**src/memPkg.sv**
```systemverilog
`default_nettype none

package memPkg;

    // data path and address sizes
    localparam int dataWidth = 32;
    localparam int addrWidth = 10;   // 1 KiB byte address
    localparam int laneWidth = 2;    // byte within word
    localparam int setWidth  = 3;    // 8 sets, one word per line
    localparam int tagWidth  = addrWidth - setWidth - laneWidth;
    localparam int ramDepth  = 256;  // words

    // address split, low to high: lane, set, tag
    // the RAM word index is {tag, set}

    // one decoded access per cycle
    typedef enum logic [2:0] {
        idle,
        loadWord,
        loadByte,   // zero-extended
        storeWord,  // allocates the line
        storeByte   // no allocate on miss
    } accessKind;

endpackage

`default_nettype wire

```
**src/memRspIf.sv**
```systemverilog
`timescale 1ns/10ps
`default_nettype none

// registered lookup result, cache to load aligner
interface memRspIf;

    logic                             valid;     // load issued last cycle
    logic                             hit;
    logic [memPkg::dataWidth-1:0]     lineData;
    logic                             byteLoad;
    logic [memPkg::laneWidth-1:0]     lane;
    logic                             useRam;    // miss or refill forward

    modport cache (
        output valid,
        output hit,
        output lineData,
        output byteLoad,
        output lane,
        output useRam
    );

    modport align (
        input valid,
        input hit,
        input lineData,
        input byteLoad,
        input lane,
        input useRam
    );

endinterface

`default_nettype wire

```
**src/loadAlign.sv**
```systemverilog
`timescale 1ns/10ps
`default_nettype none

module loadAlign (
    memRspIf.align                        rsp,
    input  logic [memPkg::dataWidth-1:0]  ramData,
    output logic [memPkg::dataWidth-1:0]  rd,
    output logic                          rdValid,
    output logic                          hit
);

    logic [memPkg::dataWidth-1:0] word;

    always_comb begin
        // RAM word on a miss or while the line refills
        word = rsp.useRam ? ramData : rsp.lineData;
        if (rsp.byteLoad) begin
            rd = {{(memPkg::dataWidth-8){1'b0}}, word[8*rsp.lane +: 8]};  // zero extend
        end else begin
            rd = word;
        end
    end

    assign rdValid = rsp.valid;
    assign hit     = rsp.hit;

endmodule

`default_nettype wire

```
**src/flat_wrapper.sv**
```systemverilog
// flat-port wrapper written by rule: the top's interface ports become plain ports
module loadAlign_flat 
  (ramData, rd, rdValid, hit, rsp_valid, rsp_hit, rsp_lineData, rsp_byteLoad, rsp_lane, rsp_useRam);
  memRspIf rsp_i ();
  input  logic [memPkg::dataWidth-1:0] ramData;
  output logic [memPkg::dataWidth-1:0] rd;
  output logic rdValid;
  output logic hit;
  input wire logic [$bits(rsp_i.valid)-1:0] rsp_valid;
  input wire logic [$bits(rsp_i.hit)-1:0] rsp_hit;
  input wire logic [$bits(rsp_i.lineData)-1:0] rsp_lineData;
  input wire logic [$bits(rsp_i.byteLoad)-1:0] rsp_byteLoad;
  input wire logic [$bits(rsp_i.lane)-1:0] rsp_lane;
  input wire logic [$bits(rsp_i.useRam)-1:0] rsp_useRam;
  assign rsp_i.valid = rsp_valid;
  assign rsp_i.hit = rsp_hit;
  assign rsp_i.lineData = rsp_lineData;
  assign rsp_i.byteLoad = rsp_byteLoad;
  assign rsp_i.lane = rsp_lane;
  assign rsp_i.useRam = rsp_useRam;
  loadAlign u_core (.rsp(rsp_i), .ramData(ramData), .rd(rd), .rdValid(rdValid), .hit(hit));
endmodule
```
**config.mk**
```make
export PLATFORM = sky130hd
export DESIGN_NAME = loadAlign_flat
export DESIGN_NICKNAME = d
export VERILOG_FILES = /design/src/memPkg.sv /design/src/memRspIf.sv /design/src/loadAlign.sv /design/src/flat_wrapper.sv
export SDC_FILE = /design/constraint.sdc
export NUM_CORES = 1
export LEC_CHECK = 0
export BUFFER_PORTS_ARGS = -buffer_cell sky130_fd_sc_hd__buf_2
export CORE_MARGIN = 2
export CORE_UTILIZATION = 37
export DETAILED_ROUTE_END_ITERATION = 12
export GPL_ROUTABILITY_DRIVEN = 0
export PLACE_DENSITY = 0.9
export SLEW_MARGIN = 30
export SYNTH_ARGS = -nofsm -noshare
export SYNTH_HDL_FRONTEND = slang
export SYNTH_SLANG_ARGS = --single-unit
```
**constraint.sdc**
```tcl
create_clock -name vclk -period 1.8
set_input_delay 0.36 -clock vclk [all_inputs]
set_output_delay 0.36 -clock vclk [all_outputs]
set_load 0.005 [all_outputs]
```
==> flow_summary_export.csv <==
group,metric,value,unit
critical_path,crit_path_max_fanout,6,
die,die_x,52.13,um
cells_and_area,areaGrowthSynthToFinish,72.55,%
sta,drv_slew,0,
power,max-vdd-ir-drop,0.1394,mV
critical_path,crit_slowest_cell,"mux2_2",
critical_path,crit_chain,"buf_4, buf_6, mux2_2, a2bb2oi_1, o221ai_1, buf_2",
sta,tightest_slew,0.5001,ns
power,p_leak,0.8598,nW
die,start_util,0.3912,
die,dieArea,2718,sq um
cells_and_area,num-nets-final,277,
power,finalPower,379.2,uW
route,firstDrtPassIters,4,
yosys,ys_seq_area_frac,0,
flow_run,maxCapViolations,0,
grt,grt_max_degree,16,
route,drt-vias-per-instance,5.146,
critical_path,arrival,1.38,ns
sta,finalWorstSetupSlack,0.05897,ns
die,coreArea,2191,sq um
grt,grt_pass1_wl,4.533,mm
placed_design,numPlacedInstances,232,
yosys,yosysMostFrequentCell,"mux2i_1",
yosys,ys_warn_count,0,
route,drt_wl_total,3.146,mm
grt,track_usage,0.2089,
cells_and_area,stdcell_count,233,
cells_and_area,antenna_cells,0,
route,post_drt_wl_per_cell,13.50,um
critical_path,path_delay_family,"buffers and inverters",
yosys,synth_cell_type_count,15,
die,pin_count,104,
outcome,outcome,"finished clean",
die,rows,17,
route,route.detailed.drc,0,
die,die_h,52.13,um
placed_design,io_buffers,100,
yosys,synth.largest_area_cell,"mux2i_1",
critical_path,startpoint_type,"primary input",
yosys,syn_avg_cell_area,8.321,sq um
critical_path,critical_path.n_buffers_inverters,3,
clock_network,ctsHoldBuffers,0,
critical_path,required,1.44,ns
critical_path,cp_slowest_stage_delay,0.33,ns
grt,grt_remaining_overflow,0,
cells_and_area,final-seq-area,0,sq um
sta,relSlewSlack,0.6665,
route,ant_nets,0,
yosys,synth_area_leaders,"mux2i_1, nor2_1, a2bb2oi_1",
yosys,synth.top_cell.area_share,0.4672,
sta,setup_violations,0,
route,first_iter_violations,6,
cells_and_area,fill_cells,200,
grt,antenna_found_initial,0,
sta,fmax,574.4,MHz
yosys,netlist_top_cells_count,"mux2i_1, nor2_1, a2bb2oi_1, o221ai_1",
power,powerDensity,256.4,nW/um^2
placed_design,dpl_worst_slack,-0.02160,ns
cells_and_area,nClkBuffers,0,
grt,grt_pass1_vias,1064,
cells_and_area,post_route_cells_drive_above_1_share,0.6634,
route,num_vias,1199,
cells_and_area,seq_cell_count,0,
yosys,netlist_instances,103,
hold_path,hp-class,"in2out",
sta,min_period,1.741,ns
placed_design,dp_hpwl,2.612,mm
sta,finalHoldViolations,0,
sta,rsz0062_at_grt,"no",
critical_path,endpoint_kind,"primary output",
critical_path,critPathKind,"in2out",
yosys,synth_fp_nets,173,
yosys,syn_area,857.1,sq um
sta,period_share,0.9672,
[report_power, final]
group,switching [mW],internal [mW]
clock network,0,0
registers,0,0
logic,0.166,0.213
[final cells by class]
class	instances	area [sq um]	share of cell area
Multi-Input combinational cell	92	832.0	0.5626
Timing Repair Buffer	113	611.8	0.4137
Tap cell	28	35.03	0.02369
[stage by stage]
| step | util | area (sq um) | hold WS, ns | setup TNS [ns] |
|---|---|---|---|---|
| 2_1_floorplan | - | 857.1 | 0.8008 | 0 |
| 3_3_place_gp | 0.6345 | 1390 | 0.7200 | 0 |
| 3_5_place_dp | 0.6345 | 1390 | 0.7200 | -0.02812 |
| 4_1_cts | 0.6362 | 1394 | 0.7200 | -0.04585 |
| 5_1_grt | 0.6750 | 1479 | 0.7200 | 0 |
| 6_report | 0.6750 | 1479 | 0.7200 | 0 |
[metal layers]
| metal | wire length (um) | up-vias | track usage |
|---|---|---|---|
| li1 | - | 599 | - |
| met1 | 1281 | 535 | 0.2371 |
| met2 | 1586 | 65 | 0.4346 |
| met3 | 278 | 0 | 0.02011 |
| met4 | 0 | 0 | 0 |
| met5 | 0 | - | 0 |
[final timing paths]
kind / from / endpoint / cells past startpoint
worst max-delay path: rsp_useRam / rd[1] / 6
worst min-delay path: rsp_valid / rdValid / 0
[layout by cell type (no fill, tap or decap), types with 2 or more instances in the layout]
master / Yosys / final
a2bb2oi_1: 8 / 2
a2bb2oi_2: 0 / 6
buf_2: 1 / 99
buf_4: 5 / 11
buf_6: 2 / 3
mux2_2: 5 / 5
mux2_4: 3 / 3
mux2i_1: 40 / 35
mux2i_2: 0 / 5
nor2_1: 24 / 24
o221ai_1: 8 / 7
[timing repair]
action,CTS,global route
gates resized for setup,1,17
gates cloned,0,0
endpoints found under the setup margin,2,8
setup buffers,0,1
pin swaps,1,0
[cells by family after synthesis]
kind of cell / count (synthesis) / share of synthesized area
muxes: 48 / 0.5854
and+or+nand+nor: 27 / 0.1328
AOI/OAI and AO/OA: 17 / 0.1737
buffers and inverters: 11 / 0.1080
Power figures use the tool's default switching activity.
