[config.mk]
export PLATFORM = sky130hd
export DESIGN_NAME = lsuIssue_flat
export DESIGN_NICKNAME = d
export VERILOG_FILES = /design/src/memPkg.sv /design/src/memReqIf.sv /design/src/lsuIssue.sv /design/src/flat_wrapper.sv
export SDC_FILE = /design/constraint.sdc
export NUM_CORES = 1
export LEC_CHECK = 0
export BUFFER_PORTS_ARGS = -buffer_cell sky130_fd_sc_hd__buf_4
export CORE_MARGIN = 3
export CORE_UTILIZATION = 30
export DETAILED_ROUTE_END_ITERATION = 7
export PLACE_DENSITY_LB_ADDON = 0.12
export SLEW_MARGIN = 20
export SYNTH_ARGS = -nofsm -noshare
export SYNTH_HDL_FRONTEND = slang
export SYNTH_SLANG_ARGS = --single-unit
[constraint.sdc]
create_clock -name vclk -period 1.67
set_clock_uncertainty 0.2 [all_clocks]
set_input_delay 0.167 -clock vclk [all_inputs]
set_output_delay 0.167 -clock vclk [all_outputs]
set_load 0.01 [all_outputs]
[src/memPkg.sv]
`default_nettype none

package memPkg;

    // data path and address sizes
    localparam int dataWidth = 32;
    localparam int addrWidth = 10;   // 1 KiB byte address
    localparam int laneWidth = 2;    // byte within word
    localparam int setWidth  = 3;    // 8 sets, one word per line
    localparam int tagWidth  = addrWidth - setWidth - laneWidth;
    localparam int ramDepth  = 256;  // words

    // address split, low to high: lane, set, tag
    // the RAM word index is {tag, set}

    // one decoded access per cycle
    typedef enum logic [2:0] {
        idle,
        loadWord,
        loadByte,   // zero-extended
        storeWord,  // allocates the line
        storeByte   // no allocate on miss
    } accessKind;

endpackage

`default_nettype wire

[src/memReqIf.sv]
`timescale 1ns/10ps
`default_nettype none

// decoded access, issue stage to cache and RAM
interface memReqIf;

    memPkg::accessKind                 kind;
    logic [memPkg::setWidth-1:0]       set;
    logic [memPkg::tagWidth-1:0]       tag;
    logic [memPkg::laneWidth-1:0]      lane;
    logic [memPkg::dataWidth-1:0]      wdata;   // store byte already in its lane
    logic [memPkg::dataWidth/8-1:0]    byteEn;  // zero for loads

    modport issue (
        output kind,
        output set,
        output tag,
        output lane,
        output wdata,
        output byteEn
    );

    modport cache (
        input kind,
        input set,
        input tag,
        input lane,
        input wdata,
        input byteEn
    );

    // RAM only needs the word index and the store lanes
    modport ram (
        input set,
        input tag,
        input wdata,
        input byteEn
    );

endinterface

`default_nettype wire

[src/lsuIssue.sv]
`timescale 1ns/10ps
`default_nettype none

module lsuIssue (
    input  logic                          we,
    input  logic                          re,
    input  logic                          stSrc,
    input  logic                          ldSrc,
    input  logic [memPkg::addrWidth-1:0]  a,
    input  logic [memPkg::dataWidth-1:0]  wd,
    memReqIf.issue                        req
);

    // strobe decode, store wins over a read in the same cycle
    always_comb begin
        if (we) begin
            req.kind = stSrc ? memPkg::storeByte : memPkg::storeWord;
        end else if (re) begin
            req.kind = ldSrc ? memPkg::loadByte : memPkg::loadWord;
        end else begin
            req.kind = memPkg::idle;
        end
    end

    // address split
    assign req.lane = a[memPkg::laneWidth-1:0];
    assign req.set  = a[memPkg::laneWidth +: memPkg::setWidth];
    assign req.tag  = a[memPkg::addrWidth-1 -: memPkg::tagWidth];

    // store data and lane enables
    always_comb begin
        case (req.kind)
            memPkg::storeWord: begin
                req.wdata  = wd;
                req.byteEn = '1;
            end
            memPkg::storeByte: begin
                req.wdata  = {(memPkg::dataWidth/8){wd[7:0]}};  // low byte in every lane
                req.byteEn = 4'b0001 << a[memPkg::laneWidth-1:0];
            end
            default: begin
                req.wdata  = wd;  // don't care for loads
                req.byteEn = '0;
            end
        endcase
    end

endmodule

`default_nettype wire

[src/flat_wrapper.sv]
// flat-port wrapper written by rule: the top's interface ports become plain ports
module lsuIssue_flat 
  (we, re, stSrc, ldSrc, a, wd, req_kind, req_set, req_tag, req_lane, req_wdata, req_byteEn);
  memReqIf req_i ();
  input  logic we;
  input  logic re;
  input  logic stSrc;
  input  logic ldSrc;
  input  logic [memPkg::addrWidth-1:0] a;
  input  logic [memPkg::dataWidth-1:0] wd;
  output wire logic [$bits(req_i.kind)-1:0] req_kind;
  output wire logic [$bits(req_i.set)-1:0] req_set;
  output wire logic [$bits(req_i.tag)-1:0] req_tag;
  output wire logic [$bits(req_i.lane)-1:0] req_lane;
  output wire logic [$bits(req_i.wdata)-1:0] req_wdata;
  output wire logic [$bits(req_i.byteEn)-1:0] req_byteEn;
  assign req_kind = req_i.kind;
  assign req_set = req_i.set;
  assign req_tag = req_i.tag;
  assign req_lane = req_i.lane;
  assign req_wdata = req_i.wdata;
  assign req_byteEn = req_i.byteEn;
  lsuIssue u_core (.we(we), .re(re), .stSrc(stSrc), .ldSrc(ldSrc), .a(a), .wd(wd), .req(req_i));
endmodule
==> flow_metrics.py <==
metrics = {
    "synth": {
        "seq_area_frac_synth_pct": 0,
        "synth.yosys.warnings": 0,
        "synth_common_cells": "24 x a21o_1, 18 x buf_4, 5 x and3_4, 4 x buf_6",
        "synth_top_area_share_pct": 33.8,
        "synth.avg_cell_area_sq_um": 7.72,
        "netlist_area_sq_um": 533,
        "netlist_instances": 69,
        "synth_top_cell_by_area": "a21o_1",
        "synth_cell_type_count": 15,
        "synth_top_cells_by_area": "a21o_1 34%, buf_4 25%, and3_4 11%, buf_6 8.5%, a21boi_1 4.2%",
        "number_of_nets_produced_by_synthesis": 115,
        "yosys.cell_count.top_type": "a21o_1",
    },
    "drt": {
        "dr.first_iter.drc_count": 2,
        "via_count": 682,
        "detail_route.wl_per_cell_um": 11.5,
        "routed_via_density": 4.55,
        "wl_mm": 1.72,
        "drc_violations": 0,
        "length_of_the_first_detailed_routing_pass_in_iterations": 3,
        "antenna_left": 0,
    },
    "die": {
        "die_span_in_y_um": 48.2,
        "fp.coreArea_sq_mm": 0.00159,
        "die_width_um": 48.2,
        "initial_core_util_pct": 33.4,
        "row_count": 14,
        "io_pins": 95,
        "die_area_sq_mm": 0.00232,
    },
    "sta": {
        "setup_total_negative_slack_ns": 0,
        "hold_viol": 0,
        "worst_pin_slew_ns": 0.246,
        "share_of_the_clock_period_used_by_the_worst_path_pct": 75.5,
        "slew_violations": 0,
        "setup_slack_ns": 0.409,
        "rsz_0062_raised_after_global_routing": "no",
        "slew-limit-headroom_pct": 83.6,
        "worst_hold_margin_ns": 0.134,
        "fin_crit_ns": 1.26,
        "fmax_mhz": 793,
        "setup_viol_count_final": 0,
    },
    "power_and_ir_drop": {
        "power.share.sequential_pct": 0,
        "max-vdd-ir-drop_uv": 160,
        "netSwitchingFraction_pct": 39.3,
        "cellLeakagePower_nw": 0.644,
        "p_clk_share_pct": 0,
        "pwr-share-comb_pct": 100.0,
        "switching_power_uw": 119,
        "internal-power_uw": 184,
        "power_per_cell_area_mw_per_mm2": 311,
    },
    "setup_path": {
        "critPathLaunchType": "primary input",
        "endpoint_kind": "primary output",
        "path_max_fanout": 25,
        "worst-endpoint-arrival_ns": 0.89,
        "worstSetupPathType": "primary input to primary output",
        "worst_ep_required_time_ns": 1.30,
    },
    "place": {
        "placement.setup.worst_slack_ns": 0.397,
        "weighted_congestion_at_the_end_of_routability_driven_global_placement": 0.667,
        "io_buffer_count": 79,
    },
    "global_routing": {
        "overflow": 0,
        "number_of_global_route_vias_before_repair": 572,
        "global_route.usage.total_pct": 13.2,
        "grt_pass1_wl_mm": 2.37,
        "number_of_antenna_violations_at_the_first_check_in_global_routing": 0,
        "grt_max_degree": 26,
    },
    "clocking": {
        "cts-hold-fix-buffers": 0,
        "post_cts.resized_instances": 0,
        "post_cts_buffers": 0,
    },
    "min_path": {
        "hold_path.class": "primary input to primary output",
    },
    "final_layout": {
        "layout.sequential_cells": 0,
        "antenna-diode-count": 0,
        "flow.area_growth_from_synthesis_pct": 83.1,
        "clock_buffer_count": 0,
        "post_route_cells_drive_above_1_share_pct": 71.4,
        "register_area_sq_um": 0,
        "net_count_final": 174,
    },
    "run": {
        "drv.max_cap_violation_count": 0,
    },
    "run_status": {
        "outcome": "complete, no violations",
    },
}
==> logic make-up after synthesis <==
kind of cell | after synthesis | share of synthesized area, %
and+or+nand+nor | 15 | 23.9
AOI/OAI and AO/OA | 30 | 40.8
buffers and inverters | 24 | 35.2
==> cell usage in the layout (no fill, tap or decap), drive strengths merged <==
master,netlist,layout
a21boi,3,3
nand2b,4,4
buf,22,79
o21ai,3,3
and2,1,1
inv,2,2
a21o,24,24
nand2,2,2
and3,8,8
==> worst max-delay path, stage by stage <==
cell and delay [ns]:
buf_4 0.17, nand2_4 0.18, a21o_1 0.23, buf_4 0.14
==> metal layers <==
| metal | track usage [%] | share of wire [%] | routed length, um | vias up |
|---|---|---|---|---|
| met3 | 0.738 | 9.9 | 171 | 0 |
| met5 | 0 | 0 | 0 | - |
| met1 | 15.4 | 35 | 608 | 297 |
| li1 | - | - | - | 342 |
| met4 | 0.538 | 0 | 0 | 0 |
| met2 | 26.8 | 55 | 943 | 43 |
==> power groups by stage <==
stage / combinational (mW) / sequential, mW / clock [mW]
floorplan: 0.164 / 0 / 0
global placement: 0.305 / 0 / 0
detailed placement: 0.308 / 0 / 0
CTS: 0.309 / 0 / 0
global route: 0.331 / 0 / 0
finish: 0.304 / 0 / 0
==> final cells by class <==
cell class	count	area, sq um
inverter	2	7.51
multi-input combinational	45	345
fill	150	618
tap	24	30.0
timing repair buffer	79	593
==> final timing paths <==
check | slack (ns) | cells past startpoint | from | to
worst min-delay path | 0.13 | 0 | a[9] | req_tag[4]
worst max-delay path | 0.41 | 4 | we | req_wdata[13]
==> stage by stage <==
step	utilization [%]	instance area, sq um	instances	power [mW]
floorplan	-	533	69	0.164
global placement	61.2	976	150	0.305
detailed placement	61.2	976	150	0.308
CTS	61.2	976	150	0.309
global route	61.2	976	150	0.331
finish	61.2	976	150	0.304
Power figures use the tool's default switching activity.
